## config.mk

```make
export PLATFORM = sky130hd
export DESIGN_NAME = mem_stage_top
export DESIGN_NICKNAME = d
export VERILOG_FILES = /design/src/rv32i_types.sv /design/src/store_align.sv /design/src/load_align.sv /design/src/store_buffer.sv /design/src/mem_ctrl.sv /design/src/mem_stage_top.sv
export SDC_FILE = /design/constraint.sdc
export NUM_CORES = 1
export LEC_CHECK = 0
export BUFFER_PORTS_ARGS = -buffer_cell sky130_fd_sc_hd__buf_4
export CORE_MARGIN = 2
export CORE_UTILIZATION = 50
export CTS_BUF_LIST = sky130_fd_sc_hd__clkbuf_4 sky130_fd_sc_hd__clkbuf_8
export CTS_CLUSTER_DIAMETER = 100
export DETAILED_ROUTE_END_ITERATION = 6
export PLACE_DENSITY = 0.73
export SLEW_MARGIN = 30
export SYNTH_ARGS = -nofsm -noshare
export SYNTH_HDL_FRONTEND = slang
export SYNTH_HIERARCHICAL = 1
export SYNTH_SLANG_ARGS = --single-unit
```

## constraint.sdc

```tcl
create_clock -name clk -period 15.4 [get_ports clk]
set_input_delay 1.54 -clock clk [delete_from_list [all_inputs] [get_ports clk]]
set_output_delay 1.54 -clock clk [all_outputs]
set_load 0.005 [all_outputs]
```

## src/rv32i_types.sv

```systemverilog
package rv32i_types;

    // funct3 of RV32I loads and stores
    // stores only use lb, lh and lw
    typedef enum logic [2:0] {
        lb  = 3'b000,
        lh  = 3'b001,
        lw  = 3'b010,
        lbu = 3'b100,
        lhu = 3'b101
    } mem_funct3_e;

    // data memory controller states
    typedef enum logic [1:0] {
        idle      = 2'b00,
        drain     = 2'b01,
        load_wait = 2'b10,
        load_read = 2'b11
    } ctrl_state_e;

    // store buffer geometry
    localparam int sb_depth = 4;
    localparam int sb_idx_w = 2;

endpackage : rv32i_types

```

## src/store_align.sv

```systemverilog
`timescale 1ns/1ps

module store_align (
    input  rv32i_types::mem_funct3_e funct3,
    input  logic [1:0]               addr,
    input  logic [31:0]              wdata,
    output logic [31:0]              data,
    output logic [3:0]               sel,
    output logic [3:0]               load_sel
);

    import rv32i_types::*;

    // store lanes, only the three store widths are valid
    always_comb begin
        data = wdata;
        sel  = 4'b0000;
        case (funct3)
            lb: begin
                data = {4{wdata[7:0]}};
                sel  = 4'b0001 << addr;
            end
            lh: begin
                data = {2{wdata[15:0]}};
                sel  = addr[1] ? 4'b1100 : 4'b0011;
            end
            lw: begin
                data = wdata;
                sel  = 4'b1111;
            end
            default: begin
                data = wdata;
                sel  = 4'b0000;
            end
        endcase
    end

    // lanes a load needs, the sign bit does not matter here
    always_comb begin
        case (funct3[1:0])
            2'b00:   load_sel = 4'b0001 << addr;
            2'b01:   load_sel = addr[1] ? 4'b1100 : 4'b0011;
            default: load_sel = 4'b1111;
        endcase
    end

endmodule : store_align

```

## src/load_align.sv

```systemverilog
`timescale 1ns/1ps

module load_align (
    input  rv32i_types::mem_funct3_e funct3,
    input  logic [1:0]               addr,
    input  logic [31:0]              word,
    output logic [31:0]              data
);

    import rv32i_types::*;

    logic [31:0] shifted;

    // addressed byte or halfword down to lane 0
    assign shifted = word >> {addr, 3'b000};

    always_comb begin
        case (funct3)
            lb: begin
                data = {{24{shifted[7]}}, shifted[7:0]};
            end
            lbu: begin
                data = {24'h000000, shifted[7:0]};
            end
            lh: begin
                data = {{16{shifted[15]}}, shifted[15:0]};
            end
            lhu: begin
                data = {16'h0000, shifted[15:0]};
            end
            default: begin
                // lw, address is word aligned so no shift took place
                data = shifted;
            end
        endcase
    end

endmodule : load_align

```

## src/store_buffer.sv

```systemverilog
`timescale 1ns/1ps

module store_buffer (
    input  logic        clk,
    input  logic        rst,

    // core side
    input  logic        push,
    input  logic [31:0] wr_addr,
    input  logic [31:0] wr_data,
    input  logic [3:0]  wr_sel,

    // drain side
    input  logic        pop,

    // load lookup
    input  logic [31:0] lk_addr,
    input  logic [3:0]  lk_sel,

    output logic        full,
    output logic        empty,
    output logic [31:0] head_addr,
    output logic [31:0] head_data,
    output logic [3:0]  head_sel,
    output logic        fwd_hit,
    output logic        fwd_block,
    output logic [31:0] fwd_data
);

    import rv32i_types::*;

    logic [29:0]         addr_q [sb_depth];
    logic [31:0]         data_q [sb_depth];
    logic [3:0]          sel_q  [sb_depth];

    logic [sb_idx_w-1:0] head;
    logic [sb_idx_w-1:0] tail;
    logic [sb_idx_w:0]   count;

    logic                lk_match;
    logic [sb_idx_w-1:0] lk_idx;
    logic [sb_idx_w-1:0] scan_idx;

    assign full  = (count == (sb_idx_w + 1)'(sb_depth));
    assign empty = (count == '0);

    // entry payload, written at the tail
    always_ff @(posedge clk) begin
        if (push) begin
            addr_q[tail] <= wr_addr[31:2];
            data_q[tail] <= wr_data;
            sel_q[tail]  <= wr_sel;
        end
    end

    always_ff @(posedge clk) begin
        if (rst) begin
            head  <= '0;
            tail  <= '0;
            count <= '0;
        end else begin
            if (push) begin
                tail <= tail + 1'b1;
            end
            if (pop) begin
                head <= head + 1'b1;
            end
            case ({push, pop})
                2'b10:   count <= count + 1'b1;
                2'b01:   count <= count - 1'b1;
                default: count <= count;
            endcase
        end
    end

    assign head_addr = {addr_q[head], 2'b00};
    assign head_data = data_q[head];
    assign head_sel  = sel_q[head];

    // walk oldest to newest, the last match is the newest store
    always_comb begin
        lk_match = 1'b0;
        lk_idx   = head;
        scan_idx = head;
        for (int i = 0; i < sb_depth; i++) begin
            scan_idx = head + sb_idx_w'(i);
            if (((sb_idx_w + 1)'(i) < count) && (addr_q[scan_idx] == lk_addr[31:2])) begin
                lk_match = 1'b1;
                lk_idx   = scan_idx;
            end
        end
    end

    assign fwd_hit   = lk_match && ((sel_q[lk_idx] & lk_sel) == lk_sel);
    assign fwd_block = lk_match && ((sel_q[lk_idx] & lk_sel) != lk_sel);
    assign fwd_data  = data_q[lk_idx];

    // controller must respect full and empty
    a_no_push_full: assert property (@(posedge clk) disable iff (rst) push |-> !full)
        else $error("store buffer push while full");

    a_no_pop_empty: assert property (@(posedge clk) disable iff (rst) pop |-> !empty)
        else $error("store buffer pop while empty");

endmodule : store_buffer

```

## src/mem_ctrl.sv

```systemverilog
`timescale 1ns/1ps

module mem_ctrl (
    input  logic                     clk,
    input  logic                     rst,

    // core side
    input  logic                     cpu_req,
    input  logic                     cpu_we,
    input  rv32i_types::mem_funct3_e cpu_funct3,
    input  logic [31:0]              cpu_addr,
    output logic                     cpu_ready,
    output logic                     cpu_rvalid,
    output logic [31:0]              cpu_rdata,

    // store buffer
    input  logic                     full,
    input  logic                     empty,
    input  logic                     fwd_hit,
    input  logic                     fwd_block,
    output logic                     push,
    output logic                     pop,
    input  logic [31:0]              head_addr,
    input  logic [3:0]               head_sel,

    // load aligner
    input  logic [31:0]              ld_data,
    output logic                     ld_src,
    output logic [31:0]              ld_addr,
    output rv32i_types::mem_funct3_e ld_funct3,

    // wishbone master
    output logic                     wb_cyc,
    output logic                     wb_stb,
    output logic                     wb_we,
    output logic [31:0]              wb_adr,
    output logic [3:0]               wb_sel,
    input  logic                     wb_ack
);

    import rv32i_types::*;

    ctrl_state_e state;
    logic        load_free;
    logic        load_acc;
    logic        load_miss;
    logic [31:0] rdata_q;

    // a held load blocks every new request
    assign load_free = (state == idle) || (state == drain);
    assign cpu_ready = cpu_we ? (load_free && !full) : load_free;

    assign push      = cpu_req && cpu_ready && cpu_we;
    assign load_acc  = cpu_req && cpu_ready && !cpu_we;
    assign load_miss = load_acc && (fwd_block || !fwd_hit);

    // stores retire on their ack
    assign pop = wb_cyc && wb_we && wb_ack;

    // forwarded data in idle and drain, bus data in load_read
    assign ld_src = (state != load_read);

    assign wb_adr = (state == load_read) ? {ld_addr[31:2], 2'b00} : head_addr;
    assign wb_sel = (state == load_read) ? 4'b1111 : head_sel;

    assign cpu_rdata = rdata_q;

    always_ff @(posedge clk) begin
        if (rst) begin
            state      <= idle;
            wb_cyc     <= 1'b0;
            wb_stb     <= 1'b0;
            wb_we      <= 1'b0;
            cpu_rvalid <= 1'b0;
        end else begin
            cpu_rvalid <= 1'b0;
            case (state)
                idle: begin
                    if (load_miss) begin
                        state <= load_wait;
                    end else if (!empty) begin
                        wb_cyc <= 1'b1;
                        wb_stb <= 1'b1;
                        wb_we  <= 1'b1;
                        state  <= drain;
                    end
                end
                drain: begin
                    if (wb_ack) begin
                        wb_cyc <= 1'b0;
                        wb_stb <= 1'b0;
                    end
                    if (load_miss) begin
                        state <= load_wait;
                    end else if (wb_ack) begin
                        state <= idle;
                    end
                end
                load_wait: begin
                    // finish the buffer before the read goes out
                    if (wb_cyc) begin
                        if (wb_ack) begin
                            wb_cyc <= 1'b0;
                            wb_stb <= 1'b0;
                        end
                    end else if (!empty) begin
                        wb_cyc <= 1'b1;
                        wb_stb <= 1'b1;
                        wb_we  <= 1'b1;
                    end else begin
                        wb_cyc <= 1'b1;
                        wb_stb <= 1'b1;
                        wb_we  <= 1'b0;
                        state  <= load_read;
                    end
                end
                load_read: begin
                    if (wb_ack) begin
                        wb_cyc     <= 1'b0;
                        wb_stb     <= 1'b0;
                        cpu_rvalid <= 1'b1;
                        state      <= idle;
                    end
                end
                default: begin
                    state <= idle;
                end
            endcase

            if (load_acc && fwd_hit) begin
                cpu_rvalid <= 1'b1;
            end
        end
    end

    // load result and held load, payload only
    always_ff @(posedge clk) begin
        if ((load_acc && fwd_hit) || (state == load_read && wb_ack)) begin
            rdata_q <= ld_data;
        end
        if (load_miss) begin
            ld_addr   <= cpu_addr;
            ld_funct3 <= cpu_funct3;
        end
    end

    a_stb_cyc: assert property (@(posedge clk) disable iff (rst) wb_stb |-> wb_cyc)
        else $error("wb_stb without wb_cyc");

    a_adr_stable: assert property (@(posedge clk) disable iff (rst)
        (wb_stb && !wb_ack) |=> $stable(wb_adr))
        else $error("wb_adr changed during a bus cycle");

endmodule : mem_ctrl

```

## src/mem_stage_top.sv

```systemverilog
`timescale 1ns/1ps

module mem_stage_top (
    input  logic                     clk,
    input  logic                     rst,

    // core load/store unit
    input  logic                     cpu_req,
    input  logic                     cpu_we,
    input  rv32i_types::mem_funct3_e cpu_funct3,
    input  logic [31:0]              cpu_addr,
    input  logic [31:0]              cpu_wdata,
    output logic                     cpu_ready,
    output logic                     cpu_rvalid,
    output logic [31:0]              cpu_rdata,

    // wishbone classic master
    output logic                     wb_cyc,
    output logic                     wb_stb,
    output logic                     wb_we,
    output logic [31:0]              wb_adr,
    output logic [31:0]              wb_dat_o,
    output logic [3:0]               wb_sel,
    input  logic [31:0]              wb_dat_i,
    input  logic                     wb_ack
);

    import rv32i_types::*;

    logic [31:0] sa_data;
    logic [3:0]  sa_sel;
    logic [3:0]  lk_sel;

    logic        push;
    logic        pop;
    logic        full;
    logic        empty;
    logic        fwd_hit;
    logic        fwd_block;
    logic [31:0] fwd_data;
    logic [31:0] head_addr;
    logic [31:0] head_data;
    logic [3:0]  head_sel;

    logic        ld_src;
    logic [31:0] ld_addr;
    mem_funct3_e ld_funct3;
    logic [31:0] ld_data;

    mem_funct3_e la_funct3;
    logic [1:0]  la_addr;
    logic [31:0] la_word;

    store_align u_store_align (
        .funct3   (cpu_funct3),
        .addr     (cpu_addr[1:0]),
        .wdata    (cpu_wdata),
        .data     (sa_data),
        .sel      (sa_sel),
        .load_sel (lk_sel)
    );

    store_buffer u_store_buffer (
        .clk       (clk),
        .rst       (rst),
        .push      (push),
        .wr_addr   (cpu_addr),
        .wr_data   (sa_data),
        .wr_sel    (sa_sel),
        .pop       (pop),
        .lk_addr   (cpu_addr),
        .lk_sel    (lk_sel),
        .full      (full),
        .empty     (empty),
        .head_addr (head_addr),
        .head_data (head_data),
        .head_sel  (head_sel),
        .fwd_hit   (fwd_hit),
        .fwd_block (fwd_block),
        .fwd_data  (fwd_data)
    );

    mem_ctrl u_mem_ctrl (
        .clk        (clk),
        .rst        (rst),
        .cpu_req    (cpu_req),
        .cpu_we     (cpu_we),
        .cpu_funct3 (cpu_funct3),
        .cpu_addr   (cpu_addr),
        .cpu_ready  (cpu_ready),
        .cpu_rvalid (cpu_rvalid),
        .cpu_rdata  (cpu_rdata),
        .full       (full),
        .empty      (empty),
        .fwd_hit    (fwd_hit),
        .fwd_block  (fwd_block),
        .push       (push),
        .pop        (pop),
        .head_addr  (head_addr),
        .head_sel   (head_sel),
        .ld_data    (ld_data),
        .ld_src     (ld_src),
        .ld_addr    (ld_addr),
        .ld_funct3  (ld_funct3),
        .wb_cyc     (wb_cyc),
        .wb_stb     (wb_stb),
        .wb_we      (wb_we),
        .wb_adr     (wb_adr),
        .wb_sel     (wb_sel),
        .wb_ack     (wb_ack)
    );

    // forwarding uses the live request, a bus read uses the held load
    assign la_funct3 = ld_src ? cpu_funct3    : ld_funct3;
    assign la_addr   = ld_src ? cpu_addr[1:0] : ld_addr[1:0];
    assign la_word   = ld_src ? fwd_data      : wb_dat_i;

    load_align u_load_align (
        .funct3 (la_funct3),
        .addr   (la_addr),
        .word   (la_word),
        .data   (ld_data)
    );

    assign wb_dat_o = head_data;

endmodule : mem_stage_top

```

# Yosys cells after proc, flatten, opt, wreduce, memory -nomap -nowiden
# Memory sizes are Yosys's and may differ from the RTL's. A register that Yosys moved wholly into a read port is not among the register bits.
# Cells that the tools add are included.
totals:
  reg_bits: 80
  mem_bits_rw: 264
  in_bits: 104
  output_inout_bits: 105
  mem_count: 3
op_classes:
  addsub: 6
  order_cmp: 4
  eq_ne: 25
  n_shift: 2
  n_mux: 49
  bitwise_logic: 1
  n_reduce_logical: 33
memory_table:
  columns: ["memory", "words", "width", "read_ports", "rd_clocked_by_memory_dff", "wr", "line_no", "source"]
  rows:
  - ["u_store_buffer.data_q", 4, 32, 2, 1, 1, "store_buffer.sv:33", "logic [31:0] data_q [sb_depth];"]
  - ["u_store_buffer.addr_q", 4, 30, 4, 1, 1, "store_buffer.sv:32", "logic [29:0] addr_q [sb_depth];"]
  - ["u_store_buffer.sel_q", 4, 4, 2, 1, 1, "store_buffer.sv:34", "logic [3:0] sel_q [sb_depth];"]
ops:
  columns: ["cell", "count"]
  rows:
  - ["$pmux W32 S4", 1]
  - ["$eq A30 B30 Y1", 4]
  - ["$mux W32", 2]
  - ["$pmux W32 S2", 1]
  - ["$mux W2", 16]
  - ["$shr A32 B5 Y32", 1]
  - ["$mux W1", 19]
  - ["$logic_and A1 B1 Y1", 15]
  - ["$pmux W4 S3", 1]
  - ["$eq A3 B3 Y1 const B", 3]
  - ["$logic_not A3 Y1", 3]
  - ["$mux W4", 2]
  - ["$ne A2 B2 Y1 const B", 4]
  - ["$pmux W2 S4", 1]
  - ["$pmux W4 S2", 1]
  - ["$eq A2 B1 Y1 const B", 3]
  - ["$eq A2 B2 Y1 const B", 3]
  - ["$eq A3 B1 Y1 const B", 2]
  - ["$lt A1 B3 Y1 const A", 2]
  - ["$lt A2 B3 Y1 const A", 2]
  - ["$pmux W1 S3", 2]
  - ["$pmux W3 S2", 1]
  - ["$reduce_and A3 Y1", 2]
  - ["$add A2 B1 Y2 const B", 2]
  - ["19 further kinds", 27]

# Depth between registers and ports, before layout
# Gate-level depths: netlist of run 1.
# An unclocked memory read counts as a cell.
logic_depth:
  word_depth: 16
  ltp_mapped: 25

# By module
# Netlist of run 1, hierarchy kept.
modules_own_cells:
  columns: ["module", "n_inst", "cells_per_inst", "area_each_um2"]
  rows:
  - ["store_buffer", 1, 1009, 15568.7]
  - ["mem_ctrl", 1, 146, 2851.5]
  - ["load_align", 1, 107, 694.4]
  - ["mem_stage_top", 1, 41, 600.6]
  - ["store_align", 1, 66, 528.0]

# Worst setup path before layout of run 1
# No wires, ideal clock.
synth_path:
  path_kind: "input-to-reg"
  start: "input port cpu_addr[10]"
  end: "register u_mem_ctrl.ld_addr[0] (enable)"
  arrival_time_ns: 6.881
  t_required_ns: 14.924
  setup_slack_ns: 8.044
  path_stages: 16
  path_buffers: 3
  path_cell_list: "buf_1 > inv_1 > o2bb2ai_1 > nor3_1 > nand4bb_1 > or3_1 > or4_1 > buf_2 > nand3b_1 > and3_1 > buf_6 > mux2_4 > o2111ai_2 > a21oi_1 > nor2b_1 > nor3_1"
synth_via:
  elab_chain_cells: 12
  elab_cells_between_ends: 24
synth_rtl:
  columns: ["element", "line_no", "source"]
  rows:
  - ["start, declared", "mem_stage_top.sv:11", "input logic [31:0] cpu_addr,"]
  - ["$eq A30 B30 Y1", "store_buffer.sv:87", "if (((sb_idx_w + 1)'(i) < count) && (addr_q[scan_idx] == lk_addr[31:2])) begin"]
  - ["$logic_and A1 B1 Y1", "store_buffer.sv:87", null]
  - ["$mux W2 (3 in series)", "store_buffer.sv:87", null]
  - ["$mem_v2 Z4 W4", null, null]
  - ["$and A4 B4 Y4", "store_buffer.sv:94", "assign fwd_hit = lk_match && ((sel_q[lk_idx] & lk_sel) == lk_sel);"]
  - ["$eq A4 B4 Y1", "store_buffer.sv:94", null]
  - ["$logic_and A1 B1 Y1 (*)", "store_buffer.sv:94", null]
  - ["net fwd_hit", "mem_stage_top.sv:38", "logic fwd_hit;"]
  - ["$logic_not A1 Y1 (*)", "mem_ctrl.sv:55", "assign load_miss = load_acc && (fwd_block || !fwd_hit);"]
  - ["$logic_or A1 B1 Y1 (*)", "mem_ctrl.sv:55", null]
  - ["$logic_and A1 B1 Y1 (*)", "mem_ctrl.sv:55", null]
  - ["net u_mem_ctrl.load_miss", "mem_ctrl.sv:46", "logic load_miss;"]
  - ["end signal, assigned", "mem_ctrl.sv:142", "ld_addr <= cpu_addr;"]
  - ["end, declared", "mem_ctrl.sv:29", "output logic [31:0] ld_addr,"]
# Mark *: on every way through the listed nets, which the timed path passes. The rest lies on a longest branch.
# A chain may end at the register's enable or synchronous reset.

# Worst setup path in the final report of run 1
layout_path:
  start: "register u_store_buffer.head[1]"
  end: "register u_mem_ctrl.ld_addr[15] (enable)"
layout_via:
  elab_chain_cells: 14
  elab_cells_between_ends: 25
layout_rtl:
  columns: ["element", "line_no", "source"]
  rows:
  - ["start, declared", "store_buffer.sv:36", "logic [sb_idx_w-1:0] head;"]
  - ["start signal, assigned", "store_buffer.sv:66", "head <= head + 1'b1;"]
  - ["$add A2 B1 Y2", "store_buffer.sv:86", "scan_idx = head + sb_idx_w'(i);"]
  - ["$mem_v2 Z4 W30", null, null]
  - ["$eq A30 B30 Y1", "store_buffer.sv:87", null]
  - ["$logic_and A1 B1 Y1", "store_buffer.sv:87", null]
  - ["$mux W2 (3 in series)", "store_buffer.sv:87", null]
  - ["$mem_v2 Z4 W4", null, null]
  - ["$and A4 B4 Y4", "store_buffer.sv:94", null]
  - ["$eq A4 B4 Y1", "store_buffer.sv:94", null]
  - ["$logic_and A1 B1 Y1 (*)", "store_buffer.sv:94", null]
  - ["net fwd_hit", "mem_stage_top.sv:38", null]
  - ["$logic_not A1 Y1 (*)", "mem_ctrl.sv:55", null]
  - ["$logic_or A1 B1 Y1 (*)", "mem_ctrl.sv:55", null]
  - ["$logic_and A1 B1 Y1 (*)", "mem_ctrl.sv:55", null]
  - ["net u_mem_ctrl.load_miss", "mem_ctrl.sv:46", null]
# Marks and branches as above.

==> out/results.txt, run 1 <==
Avg Cell Area, Syn: 14.8 sq um
relative slew slack: 41.0%
GPL Wtd Cong: 0.945
maximum clock rate: 150 MHz
clock root cell: clkbuf_8
Die H: 205 microns
core region area: 39800 sq um
Final WS setup: 8710 ps
R2R Path End: u_mem_ctrl/ld_addr[15]$_DFFE_PP_
worst setup path startpoint: u_store_buffer/head[1]$_SDFFE_PP0P_
clock buffer depth: 3
worst hold path type: register to register
GRT met2 Usage: 37.8%
combined area of the multi-input logic cells: 9240 sq um
DRT Wirelength: 52.4 mm
Std-Cell Rows: 73
DR pass1 iterations: 5
Worst Max-Slew Pin Slew: 885 ps
total power: 0.00215 W
fill count: 3175
max-slew violations: 0
Post-synth EDFFs: 331
Port Buffers: 206
Placed Instances: 2003
Leakage: 7.65 nW
Worst-path clk slew: 70 ps
asr flop ratio synth: 0%
Ports: 209
CP Data Required Time: 15680 ps
dpl hpwl: 36.8 mm
Critical Path Sink: u_mem_ctrl/ld_addr[15]$_DFFE_PP_
Synth top cells by count: edfxtp_1 (331), mux2i_1 (202), mux4_2 (113), xnor2_1 (94), mux2_4 (55)
post-CTS sizing: 0
remaining global-route overflow: 0
Initial Util: 50.8%
htree depth: 2
most common cell in the synthesized netlist: edfxtp_1
hold_buf cts: 0
area grow syn2layout: 13.7%
setup TNS: 0 ps
Reg2Reg Depth: 16
drt drc: 0
Synth Cell Area: 20200 sq um
Worst-Skew Late Latency: 640 ps
Pwr Density: 93.5 nW/um^2
DIE AREA: 42100 sq um
total CTS buffers: 56
antenna viol nets, final: 0
Layout Utilization: 57.8%
Place WS: 8260 ps
post-DR wirelength/cell: 24.9 microns
Crit. End Element: register
CTS tree: done
count of final setup violators: 0
post-route insts no fill: 2103
area leader, netlist: edfxtp_1
vias per cell: 6.09
Syn. warnings: 6
Cell variety after synth: 82
GRT busiest layer: met2
top post-synthesis cells by area: edfxtp_1 (49%), mux4_2 (13%), mux2i_1 (10%)
min Tclk post-route: 6690 ps
# Post-CTS Setup Buffers: 0
CP Max Fanout: 71
clock tree sinks: 346
Yosys reg bits: 346
vias in the first global route: 12526
via count: 12816
Worst VDD drop: 0.0768 mV
layout cells sized above 1: 34.6%
initial drt markers: 1154
Period Utilization, post-route: 43.4%
Main synth FF type: edfxtp_1
FF+latch area: 10300 sq um
CP startpoint kind: register
Fin. Hold Viols: 0
unrepaired setup endpoints after global routing: false
initial antenna violation count: 1
met1 GRT Util: 36.0%
post-synthesis sequential area ratio: 50.6%
die width: 205 microns
top-area cell type share of the netlist area: 49.1%
worst path arrival time: 6960 ps
nets: 1650
largest net degree at the start of global routing: 72
cell count after synthesis: 1369
GRT Total Usage: 24.8%
max_cap viols: 0
met3 Track Usage GR: 4.89%
clock skew: 28.3 ps
CP Class: register to register
outcome: completed
setup slack, reg-to-reg: 8710 ps
first-pass GRT wire length: 77.1 mm
worst reg2reg startpoint: u_store_buffer/head[1]$_SDFFE_PP0P_
## logic make-up (layout without fill, tap and decap cells)
logic type               after synthesis  in the layout  synth area share, %
adder cells (fa/ha/maj)                9              9                0.556
AO/OA/AOI/OAI                        136            136                 4.78
flip-flops                           346            346                 50.6
other                                  1              3               0.0185
AND/OR/NAND/NOR                      229            229                 6.40
multiplexers                         405            405                 28.6
XOR/XNOR                             113            113                 5.04
buffers and inverters                130            337                 4.02
## stage by stage
stage                     hold WS, ps  instance area, sq um
after global placement            539                 21900
final                             561                 23000
after detailed placement          554                 21900
after global routing              589                 23000
after floorplan                   514                 20200
after CTS                         567                 23000
## flip-flops by register name (all words and copies together) (netlist names), 3 cells and up, named ones only
name,cells
u_store_buffer/sel_q,16
u_mem_ctrl/ld_funct3,3
u_mem_ctrl/cpu_rdata,32
u_store_buffer/addr_q,120
u_store_buffer/count,3
u_mem_ctrl/ld_addr,32
u_store_buffer/data_q,128
## placed cells by master, fill, tap and decap left out, drive strengths merged, types with 4 or more instances in the layout
master,instances
a211oi,20
a21o,7
a21oi,29
a221oi,7
a22oi,7
and2,10
buf,222
clkbuf,72
clkinv,19
clkinvlp,4
dfxtp,15
edfxtp,331
ha,9
inv,18
mux2,89
mux2i,203
mux4,113
nand2,35
nand2b,20
nand3,10
nand3b,4
nand4,31
nor2,49
nor2b,21
nor3,13
nor4,9
o211ai,7
o21ai,24
o22ai,9
xnor2,98
xor2,15
## routing by layer
| metal | up-vias | wire, microns |
|---|---|---|
| met5 | - | 0 |
| met1 | 6401 | 22500 |
| met2 | 592 | 23900 |
| li1 | 5735 | - |
| met4 | 0 | 1480 |
| met3 | 88 | 4500 |
## worst min-delay path by stage
stage                                              startpoint                             endpoint  slack, ps  cells after the start
after floorplan           u_store_buffer/tail[1]$_SDFFE_PP0P_  u_store_buffer/tail[1]$_SDFFE_PP0P_        510                      2
after global placement    u_store_buffer/tail[1]$_SDFFE_PP0P_  u_store_buffer/tail[1]$_SDFFE_PP0P_        540                      2
after detailed placement        u_mem_ctrl/wb_we$_SDFFE_PP0P_        u_mem_ctrl/wb_we$_SDFFE_PP0P_        550                      2
after CTS                       u_mem_ctrl/wb_we$_SDFFE_PP0P_        u_mem_ctrl/wb_we$_SDFFE_PP0P_        570                      2
after global routing      u_store_buffer/tail[0]$_SDFFE_PP0P_  u_store_buffer/tail[0]$_SDFFE_PP0P_        590                      2
final                           u_mem_ctrl/wb_we$_SDFFE_PP0P_        u_mem_ctrl/wb_we$_SDFFE_PP0P_        560                      2
## critical path, cell delays in order (launching register included)
cell and delay [ps]:
dfxtp_4 900, buf_4 630, mux4_2 420, xnor2_1 320, nand4_1 140, nor3b_1 210
nand3_1 150, or4_1 630, nand3b_1 190, and3_4 200, buf_6 610, mux2_4 360
o2111ai_2 190, a21oi_1 100, nor2b_1 200, nor3_4 510, buf_4 470
## final cells by class
type | count | share of cell area [%]
sequential | 346 | 44.6
clock inverter | 26 | 0.778
timing repair buffer | 222 | 7.40
clock buffer | 72 | 3.95
multi-input combinational | 894 | 40.2
antenna | 1 | 0.0109
inverter | 17 | 0.277
tap | 525 | 2.85
## power by group
part / switching (W) / internal (W)
clock network: 0.000364 / 0.000418
logic: 0.000156 / 0.000134
registers: 0.0000163 / 0.00106
total: 0.000536 / 0.00161
Power figures use the tool's default switching activity.
==> run 2: changes to the inputs <==
Settings changed: ABC_AREA set to 1, PLACE_DENSITY 0.73 to 0.76.
Clock period 15.4 ns to 5.7 ns, I/O delays scaled along.
==> run 2 against run 1 <==
Effect of this change:
- the flow now finishes with violations (design-rule violations)
- sequential power increased to 2.7 times the previous value
- clock skew up 15 ps
- hold slack worse by 430 ps
- critical path depth up 8
- maximum frequency up 29%
- power grew to 3.2 times the previous value
- sequential share of layout area fell by 2.8 points
- synthesized cell count increased by 120%
- flip-flop and latch count is the same
==> out/results.txt, run 2 <==
Leakage: 11.3 nW
Pwr Density: 276 nW/um^2
largest family of logic cells by synthesized area: simple AND/OR/NAND/NOR gates
simple logic cell fraction of the synthesized area: 34.9%
post-CTS sizing: 0
worst hold path type: input pin to register
Fin. Hold Viols: 0
hold path startpoint: cpu_wdata[0]
Avg Cell Area, Syn: 7.32 sq um
Cell variety after synth: 38
top-area cell type share of the netlist area: 45.8%
die width: 212 microns
CTS tree: done
most common cell in the synthesized netlist: nand2_1
initial antenna violation count: 1
Crit. End Element: register
FF+latch area: 10200 sq um
nets: 3225
Reg2Reg Depth: 24
max reg flops: 128
Worst-path clk slew: 70 ps
top post-synthesis cells by area: edfxtp_1 (46%), nand2_1 (23%), nand3_1 (5.3%)
cell count after synthesis: 2968
total power: 0.00678 W
combined area of the multi-input logic cells: 9830 sq um
Initial Util: 50.5%
Ports: 209
Synth Area in Adders: 0.518%
hold_buf cts: 0
Synth Cell Area: 21700 sq um
outcome: complete, but fails checks
Die H: 212 microns
htree depth: 2
clock root cell: clkbuf_8
Worst-Skew Late Latency: 680 ps
setup TNS: 0 ps
Port Buffers: 206
most common cell after layout, fill and taps aside: nand2_1
Critical Path Sink: u_mem_ctrl/cpu_rdata[19]$_DFFE_PP_
dpl hpwl: 56.0 mm
GPL Wtd Cong: 1.06
CP Class: register to register
Worst Max-Slew Pin Slew: 975 ps
unrepaired setup endpoints after global routing: false
CP Data Required Time: 6190 ps
drt drc: 1
Compound-Gate Fraction of Synth Area: 9.39%
initial drt markers: 3228
setup slack, reg-to-reg: 520 ps
Std-Cell Rows: 76
Syn. warnings: 6
CP startpoint kind: register
count of final setup violators: 0
GRT met2 Usage: 52.6%
max-slew violations: 0
R2R Path End: u_mem_ctrl/cpu_rdata[19]$_DFFE_PP_
post-synthesis sequential area ratio: 47.1%
worst setup path startpoint: u_store_buffer/head[0]$_SDFFE_PP0P_
met3 Track Usage GR: 5.82%
Main synth FF type: edfxtp_1
failing checks: design-rule violations
max_cap viols: 0
post-DR wirelength/cell: 20.7 microns
min Tclk post-route: 5180 ps
vias in the first global route: 20073
post-synthesis mux area share: 0%
layout cells sized above 1: 12.0%
Synth top cells by count: nand2_1 (1339), edfxtp_1 (331), nor2_1 (253), nand3_1 (229), o21ai_0 (217)
largest registers: u_store_buffer/data_q (128), u_store_buffer/addr_q (120)
most frequent cells in the layout: nand2_1 (1339), edfxtp_1 (331), nor2_1 (252)
remaining global-route overflow: 0
asr flop ratio synth: 0%
relative slew slack: 35.0%
fill count: 4029
Top reg by flops: u_store_buffer/data_q
worst path arrival time: 5670 ps
largest net degree at the start of global routing: 135
Post-synth EDFFs: 331
vias per cell: 5.78
XOR/XNOR Fraction of Synth Area: 0.444%
# Post-CTS Setup Buffers: 0
DIE AREA: 45100 sq um
Yosys reg bits: 346
via count: 21643
area leader, netlist: edfxtp_1
GRT Total Usage: 34.1%
maximum clock rate: 193 MHz
area grow syn2layout: 13.0%
GRT busiest layer: met2
Period Utilization, post-route: 90.9%
DRT Wirelength: 77.3 mm
Worst VDD drop: 0.237 mV
clock skew: 43.1 ps
first-pass GRT wire length: 117 mm
DR pass1 iterations: 7
met1 GRT Util: 48.5%
clock tree sinks: 346
Layout Utilization: 57.1%
CP Max Fanout: 43
total CTS buffers: 56
antenna viol nets, final: 0
clock buffer depth: 3
core region area: 43000 sq um
worst reg2reg startpoint: u_store_buffer/head[0]$_SDFFE_PP0P_
-- run 2: worst min path at each step --
| stage | to | cells past startpoint |
|---|---|---|
| final | u_store_buffer/data_q[3][0]$_DFFE_PP_ | 1 |
| after global routing | u_store_buffer/data_q[2][0]$_DFFE_PP_ | 1 |
| after CTS | u_store_buffer/data_q[3][0]$_DFFE_PP_ | 1 |
| after detailed placement | u_mem_ctrl/wb_we$_SDFFE_PP0P_ | 2 |
| after global placement | u_mem_ctrl/wb_we$_SDFFE_PP0P_ | 2 |
| after floorplan | u_mem_ctrl/wb_we$_SDFFE_PP0P_ | 2 |
-- run 2: through the flow --
step / hold slack (ps) / instance area [sq um] / cells / worst slack (ps)
after floorplan: 463 / 21700 / 2969 / 2170
after global placement: 496 / 23300 / 3639 / 837
after detailed placement: 511 / 23300 / 3639 / 712
after CTS: 93.2 / 24500 / 3741 / 691
after global routing: 119 / 24500 / 3742 / 171
final: 130 / 24500 / 3742 / 517
-- run 2: layout make-up --
| class | count | share of cell area (%) |
|---|---|---|
| Antenna cell | 1 | 0.0102 |
| Clock buffer | 75 | 3.77 |
| Clock inverter | 27 | 1.10 |
| Inverter | 179 | 2.77 |
| Multi-Input combinational cell | 2287 | 40.0 |
| Sequential cell | 346 | 41.8 |
| Tap cell | 585 | 2.98 |
| Timing Repair Buffer | 242 | 7.56 |
-- run 2: report_power, final --
group / switching, W / internal, W
Combinational: 0.00105 / 0.000479
Clock: 0.00103 / 0.00129
Sequential: 0.0000534 / 0.00288
-- run 2: cells by family (layout without fill, tap and decap cells) --
group,after synthesis,in the layout
AO/OA/AOI/OAI,378,378
XOR/XNOR,11,11
adder cells (fa/ha/maj),9,9
buffers and inverters,336,523
flip-flops,346,346
other,1,3
AND/OR/NAND/NOR,1887,1887
-- run 2: layer usage --
| layer | wire [microns] | share of wire, % |
|---|---|---|
| met2 | 34500 | 45 |
| met4 | 2630 | 3.4 |
| met3 | 8640 | 11 |
| met5 | 0 | 0 |
| met1 | 31600 | 41 |
-- run 2: worst max-delay path: stages (launching register included) --
cell     delay, ps
dfxtp_4        470
inv_4          240
buf_4          410
nand2_1        100
nand2_1        120
nand2_1         80
nand3_1        240
nand2_1        100
nor2_1         310
nand2_1        100
nor2_1         120
nand2_1         60
nor2_1         100
nand2_1         90
nand3_2        150
nand2_2        170
inv_2          580
o21ai_0        160
o22ai_1        330
nand2_1        130
nand2_1        200
nand2_1         70
nand2_1        120
nand3_2        340
nand3_1        210
